--- config.mk ---
export PLATFORM = sky130hd
export DESIGN_NAME = a2card_top
export DESIGN_NICKNAME = d
export VERILOG_FILES = /design/src/verilog/a2card_pkg.sv /design/src/verilog/edge_denoise.sv /design/src/verilog/bus_timing.sv /design/src/verilog/reset_sync.sv /design/src/verilog/card_response_arbiter.sv /design/src/verilog/audio_mixer.sv /design/src/verilog/a2card_top.sv
export SDC_FILE = /design/constraint.sdc
export NUM_CORES = 1
export LEC_CHECK = 0
export BUFFER_PORTS_ARGS = -buffer_cell sky130_fd_sc_hd__buf_2
export CORE_AREA = 8 8 74 140
export DETAILED_ROUTE_END_ITERATION = 16
export DIE_AREA = 0 0 82 148
export GPL_TIMING_DRIVEN = 0
export HOLD_SLACK_MARGIN = 0.1
export PLACE_DENSITY = 0.85
export SETUP_SLACK_MARGIN = 0.4
export SLEW_MARGIN = 20
export SYNTH_ARGS = -nofsm -noshare
export SYNTH_HDL_FRONTEND = slang
export SYNTH_SLANG_ARGS = --single-unit
export TNS_END_PERCENT = 10
--- constraint.sdc ---
create_clock -name clk_logic_w -period 2.9 [get_ports clk_logic_w]
set_clock_uncertainty 0.2 [all_clocks]
set_input_delay 0.58 -clock clk_logic_w [delete_from_list [all_inputs] [get_ports clk_logic_w]]
set_output_delay 0.58 -clock clk_logic_w [all_outputs]
set_load 0.1 [all_outputs]
--- src/verilog/a2card_pkg.sv ---
// Shared widths, card priorities and bus structs; struct field order is part of the port layout
`default_nettype none

package a2card_pkg;

    // Clock domain crossing
    localparam int SYNC_STAGES     = 2;
    localparam int DENOISE_SAMPLES = 2;

    // Card responders, lower index wins the bus
    localparam int NUM_CARDS         = 4;
    localparam int CARD_SERIAL       = 0;
    localparam int CARD_SPRITE       = 1;
    localparam int CARD_MOCKINGBOARD = 2;
    localparam int CARD_DISK         = 3;

    localparam int BUS_DATA_W = 8;
    localparam int AUDIO_W    = 16;
    localparam int MB_AUDIO_W = 10;

    // Left shifts that line the narrow sources up with the 16 bit mix
    localparam int MB_SHIFT      = 5;
    localparam int SPEAKER_SHIFT = 13;

    // Recovered Apple II bus timing in the logic clock domain
    typedef struct packed {
        logic phi1;
        logic phi0;
        logic phi1_posedge;
        logic phi1_negedge;
        logic clk_2m_posedge;
        logic clk_7m;
        logic clk_7m_posedge;
        logic clk_7m_negedge;
        logic clk_14m_posedge;
    } bus_timing_t;

    typedef struct packed {
        logic                  rd_en;
        logic [BUS_DATA_W-1:0] data;
        logic                  irq_n;
    } card_resp_t;

    typedef struct packed {
        logic                  data_oe;
        logic [BUS_DATA_W-1:0] data;
        logic                  irq_n;
    } bus_drive_t;

    // Mockingboard samples are unsigned, the rest two's complement
    typedef struct packed {
        logic signed [AUDIO_W-1:0] glu_l;
        logic signed [AUDIO_W-1:0] glu_r;
        logic signed [AUDIO_W-1:0] sprite;
        logic [MB_AUDIO_W-1:0]     mb_l;
        logic [MB_AUDIO_W-1:0]     mb_r;
        logic                      speaker;
    } audio_src_t;

    typedef struct packed {
        logic [AUDIO_W-1:0] left;
        logic [AUDIO_W-1:0] right;
    } audio_mix_t;

endpackage

`default_nettype wire

--- src/verilog/edge_denoise.sv ---
// Needs DENOISE_SAMPLES >= 2 and SYNC_STAGES >= 2; input pulses shorter than DENOISE_SAMPLES are lost
`timescale 1ns/1ns
`default_nettype none

module edge_denoise (
    input  wire  clk_logic_w,
    input  wire  rst_n_i,
    input  wire  sig_i,
    output logic level_o,
    output logic level_n_o,
    output logic posedge_o,
    output logic negedge_o
);

    logic [a2card_pkg::SYNC_STAGES-1:0]     sync_q;
    logic [a2card_pkg::DENOISE_SAMPLES-2:0] hist_q;
    logic [a2card_pkg::DENOISE_SAMPLES-1:0] window;
    logic                                   level_q;
    logic                                   level_d;

    // Newest synchronized sample plus the ones just before it
    assign window = {hist_q, sync_q[a2card_pkg::SYNC_STAGES-1]};

    // Level moves only when the whole window agrees
    always_comb begin
        level_d = level_q;
        if (&window) begin
            level_d = 1'b1;
        end else if (~|window) begin
            level_d = 1'b0;
        end
    end

    always_ff @(posedge clk_logic_w or negedge rst_n_i) begin
        if (!rst_n_i) begin
            sync_q    <= '0;
            hist_q    <= '0;
            level_q   <= 1'b0;
            posedge_o <= 1'b0;
            negedge_o <= 1'b0;
        end else begin
            sync_q    <= {sync_q[a2card_pkg::SYNC_STAGES-2:0], sig_i};
            hist_q    <= window[a2card_pkg::DENOISE_SAMPLES-2:0];
            level_q   <= level_d;
            // Strobes line up with the cycle the level changes
            posedge_o <= level_d & ~level_q;
            negedge_o <= ~level_d & level_q;
        end
    end

    assign level_o   = level_q;
    assign level_n_o = ~level_q;

endmodule

`default_nettype wire

--- src/verilog/bus_timing.sv ---
// Phi1 and 7M must be far slower than clk_logic_w; all levels lag the bus pins by about 4 cycles
`timescale 1ns/1ns
`default_nettype none

module bus_timing (
    input  wire                     clk_logic_w,
    input  wire                     rst_n_i,
    input  wire                     a2_phi1_i,
    input  wire                     a2_7m_i,
    output a2card_pkg::bus_timing_t timing_o
);

    logic phi1;
    logic phi0;
    logic phi1_posedge;
    logic phi1_negedge;
    logic clk_7m;
    logic clk_7m_posedge;
    logic clk_7m_negedge;

    // Phi0 is simply the other half of the Phi1 cycle
    edge_denoise phi1_denoise_i (
        .clk_logic_w (clk_logic_w),
        .rst_n_i     (rst_n_i),
        .sig_i       (a2_phi1_i),
        .level_o     (phi1),
        .level_n_o   (phi0),
        .posedge_o   (phi1_posedge),
        .negedge_o   (phi1_negedge)
    );

    edge_denoise clk_7m_denoise_i (
        .clk_logic_w (clk_logic_w),
        .rst_n_i     (rst_n_i),
        .sig_i       (a2_7m_i),
        .level_o     (clk_7m),
        .level_n_o   (),
        .posedge_o   (clk_7m_posedge),
        .negedge_o   (clk_7m_negedge)
    );

    // Both edges of a clock give a strobe at twice its rate
    assign timing_o.phi1            = phi1;
    assign timing_o.phi0            = phi0;
    assign timing_o.phi1_posedge    = phi1_posedge;
    assign timing_o.phi1_negedge    = phi1_negedge;
    assign timing_o.clk_2m_posedge  = phi1_posedge | phi1_negedge;
    assign timing_o.clk_7m          = clk_7m;
    assign timing_o.clk_7m_posedge  = clk_7m_posedge;
    assign timing_o.clk_7m_negedge  = clk_7m_negedge;
    assign timing_o.clk_14m_posedge = clk_7m_posedge | clk_7m_negedge;

endmodule

`default_nettype wire

--- src/verilog/reset_sync.sv ---
// Resets assert asynchronously and release SYNC_STAGES cycles later; a2_reset_n_i may be async
`timescale 1ns/1ns
`default_nettype none

module reset_sync (
    input  wire  clk_logic_w,
    input  wire  rst_n_i,
    input  wire  a2_reset_n_i,
    output logic device_rst_n_o,
    output logic system_rst_n_o
);

    logic [a2card_pkg::SYNC_STAGES-1:0] dev_q;
    logic [a2card_pkg::SYNC_STAGES-2:0] bus_q;
    logic [a2card_pkg::SYNC_STAGES-1:0] bus_chain;
    logic                               sys_q;

    // Bus reset chain, the combining flop below is its last stage
    assign bus_chain = {bus_q, a2_reset_n_i};

    always_ff @(posedge clk_logic_w or negedge rst_n_i) begin
        if (!rst_n_i) begin
            dev_q <= '0;
            bus_q <= '0;
            sys_q <= 1'b0;
        end else begin
            dev_q <= {dev_q[a2card_pkg::SYNC_STAGES-2:0], 1'b1};
            bus_q <= bus_chain[a2card_pkg::SYNC_STAGES-2:0];
            // System stays in reset while the Apple II holds RESET low
            sys_q <= dev_q[a2card_pkg::SYNC_STAGES-2] & bus_q[a2card_pkg::SYNC_STAGES-2];
        end
    end

    assign device_rst_n_o = dev_q[a2card_pkg::SYNC_STAGES-1];
    assign system_rst_n_o = sys_q;

endmodule

`default_nettype wire

--- src/verilog/card_response_arbiter.sv ---
// Fixed priority for exactly four cards; bus data is driven one cycle after the card responses
`timescale 1ns/1ns
`default_nettype none

module card_response_arbiter (
    input  wire                                                      clk_logic_w,
    input  wire                                                      rst_n_i,
    input  a2card_pkg::card_resp_t [a2card_pkg::NUM_CARDS-1:0]       resp_i,
    input  wire                    [a2card_pkg::BUS_DATA_W-1:0]      bus_data_i,
    output a2card_pkg::bus_drive_t                                   drive_o
);

    logic                              oe_d;
    logic                              irq_n_d;
    logic [a2card_pkg::BUS_DATA_W-1:0] data_d;
    a2card_pkg::bus_drive_t            drive_q;

    // Any reading card takes the bus, interrupts are wire-ANDed
    always_comb begin
        oe_d    = 1'b0;
        irq_n_d = 1'b1;
        for (int i = 0; i < a2card_pkg::NUM_CARDS; i++) begin
            oe_d    = oe_d | resp_i[i].rd_en;
            irq_n_d = irq_n_d & resp_i[i].irq_n;
        end
    end

    // Serial card first, disk last
    always_comb begin
        if (resp_i[a2card_pkg::CARD_SERIAL].rd_en) begin
            data_d = resp_i[a2card_pkg::CARD_SERIAL].data;
        end else if (resp_i[a2card_pkg::CARD_SPRITE].rd_en) begin
            data_d = resp_i[a2card_pkg::CARD_SPRITE].data;
        end else if (resp_i[a2card_pkg::CARD_MOCKINGBOARD].rd_en) begin
            data_d = resp_i[a2card_pkg::CARD_MOCKINGBOARD].data;
        end else if (resp_i[a2card_pkg::CARD_DISK].rd_en) begin
            data_d = resp_i[a2card_pkg::CARD_DISK].data;
        end else begin
            // Nobody reading, echo what is on the bus
            data_d = bus_data_i;
        end
    end

    always_ff @(posedge clk_logic_w or negedge rst_n_i) begin
        if (!rst_n_i) begin
            drive_q.data_oe <= 1'b0;
            drive_q.data    <= '0;
            drive_q.irq_n   <= 1'b1;
        end else begin
            drive_q.data_oe <= oe_d;
            drive_q.data    <= data_d;
            drive_q.irq_n   <= irq_n_d;
        end
    end

    assign drive_o = drive_q;

endmodule

`default_nettype wire

--- src/verilog/audio_mixer.sv ---
// Sums wrap at 16 bits with no saturation; loud sources together can overflow the mix
`timescale 1ns/1ns
`default_nettype none

module audio_mixer (
    input  wire                     clk_logic_w,
    input  wire                     rst_n_i,
    input  a2card_pkg::audio_src_t  src_i,
    input  wire                     speaker_en_i,
    output a2card_pkg::audio_mix_t  mix_o
);

    logic signed [a2card_pkg::AUDIO_W-1:0] sprite_half;
    logic        [a2card_pkg::AUDIO_W-1:0] mb_l_ext;
    logic        [a2card_pkg::AUDIO_W-1:0] mb_r_ext;
    logic        [a2card_pkg::AUDIO_W-1:0] spk_ext;
    logic        [a2card_pkg::AUDIO_W-1:0] spk_term;
    a2card_pkg::audio_mix_t                mix_d;
    a2card_pkg::audio_mix_t                mix_q;

    // One channel: glu + sprite/2 + aligned Mockingboard + speaker
    function automatic logic [a2card_pkg::AUDIO_W-1:0] mix_channel(
        input logic [a2card_pkg::AUDIO_W-1:0] glu,
        input logic [a2card_pkg::AUDIO_W-1:0] sprite,
        input logic [a2card_pkg::AUDIO_W-1:0] mb,
        input logic [a2card_pkg::AUDIO_W-1:0] spk
    );
        logic [a2card_pkg::AUDIO_W-1:0] mb_term;
        mb_term     = mb << a2card_pkg::MB_SHIFT;
        mix_channel = glu + sprite + mb_term + spk;
    endfunction

    // Sprite is signed, halve it keeping the sign
    assign sprite_half = src_i.sprite >>> 1;

    assign mb_l_ext = {{(a2card_pkg::AUDIO_W - a2card_pkg::MB_AUDIO_W){1'b0}}, src_i.mb_l};
    assign mb_r_ext = {{(a2card_pkg::AUDIO_W - a2card_pkg::MB_AUDIO_W){1'b0}}, src_i.mb_r};

    // Speaker is a single bit, gated by its enable
    assign spk_ext  = {{(a2card_pkg::AUDIO_W - 1){1'b0}}, src_i.speaker & speaker_en_i};
    assign spk_term = spk_ext << a2card_pkg::SPEAKER_SHIFT;

    assign mix_d.left  = mix_channel(src_i.glu_l, sprite_half, mb_l_ext, spk_term);
    assign mix_d.right = mix_channel(src_i.glu_r, sprite_half, mb_r_ext, spk_term);

    always_ff @(posedge clk_logic_w or negedge rst_n_i) begin
        if (!rst_n_i) begin
            mix_q <= '0;
        end else begin
            mix_q <= mix_d;
        end
    end

    assign mix_o = mix_q;

endmodule

`default_nettype wire

--- src/verilog/a2card_top.sv ---
// Card responses and audio arrive pre-sampled in the clk_logic_w domain; bus pins need no IO buffers
`timescale 1ns/1ns
`default_nettype none

module a2card_top (
    input  wire                                                  clk_logic_w,
    input  wire                                                  rst_n_i,
    input  wire                                                  a2_reset_n_i,
    input  wire                                                  a2_phi1_i,
    input  wire                                                  a2_7m_i,
    input  wire                    [a2card_pkg::BUS_DATA_W-1:0]  a2_data_i,
    input  a2card_pkg::card_resp_t [a2card_pkg::NUM_CARDS-1:0]   card_resp_i,
    input  a2card_pkg::audio_src_t                               audio_src_i,
    input  wire                                                  speaker_en_i,
    output a2card_pkg::bus_timing_t                              timing_o,
    output logic                                                 device_rst_n_o,
    output logic                                                 system_rst_n_o,
    output a2card_pkg::bus_drive_t                               bus_drive_o,
    output a2card_pkg::audio_mix_t                               audio_o
);

    logic device_rst_n;
    logic system_rst_n;

    // Bus clocks into the logic domain, on the raw board reset
    bus_timing bus_timing_i (
        .clk_logic_w (clk_logic_w),
        .rst_n_i     (rst_n_i),
        .a2_phi1_i   (a2_phi1_i),
        .a2_7m_i     (a2_7m_i),
        .timing_o    (timing_o)
    );

    reset_sync reset_sync_i (
        .clk_logic_w    (clk_logic_w),
        .rst_n_i        (rst_n_i),
        .a2_reset_n_i   (a2_reset_n_i),
        .device_rst_n_o (device_rst_n),
        .system_rst_n_o (system_rst_n)
    );

    // Card merge and mixer run on the synchronized device reset
    card_response_arbiter card_response_arbiter_i (
        .clk_logic_w (clk_logic_w),
        .rst_n_i     (device_rst_n),
        .resp_i      (card_resp_i),
        .bus_data_i  (a2_data_i),
        .drive_o     (bus_drive_o)
    );

    audio_mixer audio_mixer_i (
        .clk_logic_w  (clk_logic_w),
        .rst_n_i      (device_rst_n),
        .src_i        (audio_src_i),
        .speaker_en_i (speaker_en_i),
        .mix_o        (audio_o)
    );

    assign device_rst_n_o = device_rst_n;
    assign system_rst_n_o = system_rst_n;

endmodule

`default_nettype wire

Word level (Yosys, flattened, before mapping)
Index checks and enable logic that the tools add are counted.
{"block": "totals", "ff_bits": 58, "out_inout_bits": 53, "word_cells": 54, "input_bits": 123}
{"block": "op_classes", "bitwise_logic": 18, "n_addsub": 6, "reduce_logical": 4, "muxes": 8}
{"op": "16-bit by 14-bit adder with 16-bit output", "n": 2}
{"op": "16-bit by 15-bit adder with 16-bit output", "n": 2}
{"op": "16-bit adder", "n": 2}
{"op": "8-bit 2-to-1 mux", "n": 4}
{"op": "1-bit bitwise AND", "n": 9}
{"op": "1-bit bitwise OR", "n": 5}
{"op": "1-bit 2-to-1 mux", "n": 4}
{"op": "1-bit inverter", "n": 4}
{"op": "2-bit AND reduction", "n": 2}
{"op": "2-bit OR reduction", "n": 2}

Longest topological paths before layout
{"block": "logic_depth", "ltp_word": 5, "depth_mapped": 11, "depth_no_buf": 10}

Modules after synthesis
From an unflattened synthesis, not the netlist that was laid out.
{"block": "hier_totals", "hier_cells": 436, "area_unflattened_um2": 4598.2}
{"mod": "audio_mixer", "cells_per_inst": 335, "instances": 1, "area_each_um2": 3273.1}
{"mod": "card_response_arbiter", "cells_per_inst": 66, "instances": 1, "area_each_um2": 784.5}
{"mod": "edge_denoise", "cells_per_inst": 10, "instances": 2, "area_each_um2": 182.7}
{"mod": "reset_sync", "cells_per_inst": 6, "instances": 1, "area_each_um2": 110.1}
{"mod": "bus_timing", "cells_per_inst": 9, "instances": 1, "area_each_um2": 65.1}

Worst setup path after synthesis
OpenSTA, ideal clock, no wires.
{"block": "synth_path", "path_type": "in2reg", "start": "in audio_src_i[1] (netlist name)", "end": "reg audio_mixer_i.mix_q, in the netlist audio_mixer_i.mix_o[12]", "slack_ps": -215, "t_required_ps": 2596, "cell_stages": 10, "setup_time_ps": 104, "arrival_time_ps": 2811, "path_cell_list": "inv_1 -> fa_1 -> inv_1 -> ha_1 -> ha_1 -> o211ai_2 -> a21oi_2 -> o311a_1 -> or2_1 -> o311ai_1"}
{"element": "from (decl)", "line": "a2card_top.sv:13", "source": "input a2card_pkg::audio_src_t audio_src_i,"}
{"element": "to (signal assigned)", "line": "audio_mixer.sv:50", "source": "mix_q <= mix_d;"}
{"element": "to (decl)", "line": "audio_mixer.sv:19", "source": "a2card_pkg::audio_mix_t mix_q;"}

==> impl_metrics.yaml <==
sta:
  hold_viol: 0
  fin_setup_tns_ps: 0
  max_freq_mhz: 353.8
  worstMarginPinSlew_ps: 580.6
  period_needed_ps: 2827
  maxSlewHeadroom: 0.6129
  slew_violations: 0
  fin_crit_sh: 0.9748
  rsz0062_at_grt: "true"
  setup_viol: 0
run_status:
  status: "completed"
drt:
  met2_length_mm: 6.796
  drtIter0Drc: 193
  drcViolationCount: 0
  wl_per_cell_um: 16.15
  wl_met3_mm: 1.080
  vias_per_cell: 5.128
  wl_met1_mm: 4.029
  antenna_left: 0
  routed.top_layer: "met4"
  dr.pass1.iters: 4
  drt_wl_total_mm: 12.11
  vias: 3846
synth:
  syn-num-nets: 658
  ys_ff_latch: 58
  ys_seq_area_frac: 0.3282
  netlist_instances: 449
  synth_edf_count: 0
  synth_cell_types: 51
  synthesis.area_um2: 4427
  syn_avg_cell_area_um2: 9.859
  synth-async-reset-ratio: 1.000
  synth_top_flop_cell: "dfrtp_1"
  yosys_warnings: 0
clock_network:
  cts-htree-levels: 3
  insertion_delay_ps: 330
  clockBufferDepth: 2
  cts_sinks: 58
  cts_tree: "done"
  numCtsBuffers: 9
  cts.clk_slew.worst_paths_ps: 60
  clock-root-buffer: "clkbuf_16"
power_and_ir_drop:
  power.leakage_uw: 0.003373
  ir_drop_v: 0.0005600
  power_per_cell_area_nw_per_um2: 863.3
die:
  core_area_um2: 8528
  dieWidth_um: 82
  start_util: 0.5191
  dieHeight_um: 148
  die-area_um2: 12140
  num_rows: 48
  io_pins: 176
placement:
  port_buffers: 171
  dp_hpwl_mm: 9.823
  gp_congestion: 0.8966
  post_dp_cell_area_um2: 5554
grt:
  grt_antenna_before_repair: 0
  grt_pass1_vias: 4353
  grt_max_degree: 33
  track_usage: 0.2081
  grt.overflow.total: 0
  grt_pass1_wl_mm: 19.44
worst_setup_path:
  worstSetupEndpointType: "flip-flop"
  crit_arrival_ps: 2840
  startpoint_type: "input port"
  critPathKind: "input port to flip-flop"
  crit_fanout: 2
  cp.required_ps: 2910
final_layout:
  layout_common_cells: "170 x buf_2, 83 x inv_1, 56 x dfrtp_1"
  final_core_util: 0.7234
  final_nets: 854
  final_common_cell: "buf_2"
  drive_above_1_share: 0.4000
  final_cell_area_um2: 6170
  syn2layout_area_growth_pct: 39.37
  antennaDiodeCount: 0
job:
  drv_cap: 0
min_path:
  hp-class: "flip-flop to flip-flop"
==> layer usage <==
layer  GRT usage  vias up
li1            -     1868
met1      0.1958     1801
met2      0.3850      161
met3     0.07725       16
met4     0.07168        0
met5           0        -
==> Yosys cell counts (2+ instances only) <==
cell type	n	area (um^2)
a2111o_1	2	22.52
a21o_1	4	30.03
a21o_2	2	17.52
a21oi_1	17	85.08
a21oi_2	3	26.28
a31oi_1	3	18.77
and2_1	2	12.51
and3_1	4	25.02
buf_2	2	10.01
buf_4	7	52.55
clkbuf_1	7	26.28
dfrtp_1	57	1426
fa_1	24	480.5
ha_1	62	775.7
inv_1	92	345.3
maj3_1	2	20.02
mux2i_1	17	170.2
nand2_1	27	101.4
nand2b_1	3	18.77
nand3_1	4	20.02
nand4_1	5	31.28
nor2_1	11	41.29
nor3_1	4	20.02
o211ai_1	5	37.54
o21ai_0	28	140.1
o21ai_1	3	15.01
o221ai_1	2	17.52
or2_2	2	12.51
xnor2_1	21	183.9
xor2_1	6	52.55
==> sequential cells by signal (all words and copies together), names as in the netlist <==
| signal | count |
|---|---|
| reset_sync_i.dev_q | 2 |
| bus_timing_i.clk_7m_denoise_i.posedge_o | 1 |
| bus_timing_i.clk_7m_denoise_i.hist_q | 1 |
| bus_timing_i.phi1_denoise_i.level_o | 1 |
| audio_mixer_i.mix_o | 32 |
| bus_timing_i.phi1_denoise_i.hist_q | 1 |
| bus_timing_i.phi1_denoise_i.negedge_o | 1 |
| bus_timing_i.clk_7m_denoise_i.level_o | 1 |
| bus_timing_i.phi1_denoise_i.sync_q | 2 |
| bus_timing_i.clk_7m_denoise_i.negedge_o | 1 |
| bus_timing_i.phi1_denoise_i.posedge_o | 1 |
| reset_sync_i.bus_q | 1 |
| card_response_arbiter_i.drive_o | 10 |
| bus_timing_i.clk_7m_denoise_i.sync_q | 2 |
| reset_sync_i.system_rst_n_o | 1 |
==> worst paths after layout <==
path                                                      endpoint                               startpoint  cells past startpoint  slack (ps)
setup / recovery                           audio_mixer_i.mix_o[30]                          audio_src_i[12]                     12          70
hold / removal             bus_timing_i.clk_7m_denoise_i.sync_q[1]  bus_timing_i.clk_7m_denoise_i.sync_q[0]                      0         140
setup reg to reg                           audio_mixer_i.mix_o[29]                    reset_sync_i.dev_q[1]                      1        1570
hold reg to reg            bus_timing_i.clk_7m_denoise_i.sync_q[1]  bus_timing_i.clk_7m_denoise_i.sync_q[0]                      0         140
max in group asynchronous                  audio_mixer_i.mix_o[29]                    reset_sync_i.dev_q[1]                      1        1570
min in group asynchronous                  audio_mixer_i.mix_o[22]                    reset_sync_i.dev_q[1]                      2         160
==> repair_timing <==
item	CTS	global route
pin swaps	23	14
endpoints found under the hold margin	25	0
hold buffers	3	0
buffers inserted	10	0
endpoints found under the setup margin	17	18
gates resized for setup	27	11
==> logic make-up after synthesis <==
| group | share of synthesized area |
|---|---|
| compound gates | 0.1145 |
| buf+inv | 0.1006 |
| mux | 0.03844 |
| flops | 0.3282 |
| xor+xnor | 0.05342 |
| other cells | 0.0008471 |
| fa+ha+maj | 0.2883 |
| simple gates | 0.07575 |
==> stage by stage <==
| stage | hold WS [ps] | instances | power (uW) | setup WS [ps] |
|---|---|---|---|---|
| 2_1_floorplan | 84.41 | 449 | 3442 | -76.60 |
| 3_3_place_gp | 135.4 | 720 | 3942 | -346.0 |
| 3_5_place_dp | -62.50 | 721 | 3994 | -365.9 |
| 4_1_cts | 141.0 | 750 | 5318 | 90.79 |
| 5_1_grt | 144.9 | 750 | 5588 | -5.065 |
| 6_report | 143.7 | 750 | 5326 | 73.18 |
==> critical path, stage by stage <==
cell and delay [ps]:
buf_2 80, inv_1 50, fa_1 530, inv_1 40, ha_1 300, ha_4 220, clkbuf_8 130, a211o_1 320
a31oi_4 180, o21ai_2 90, a31oi_1 230, xnor2_1 100
==> power by group <==
| group | leakage, uW | total (uW) | internal [uW] | switching (uW) |
|---|---|---|---|---|
| logic | 0.00254 | 3110 | 816 | 2290 |
| registers | 0.000682 | 1060 | 1010 | 49.4 |
| clock network | 0.000156 | 1160 | 758 | 399 |
==> final cells by class <==
class                   count  area (um^2)
clock inverters             7        102.6
clock buffers               9        225.2
multi-input cells         282         2774
well taps                 100        125.1
inverters                  92        352.8
plain buffers              17        130.1
repair buffers            185         1006
flip-flops and latches     58         1454
fillers                   615         2359
Power figures use the tool's default switching activity.
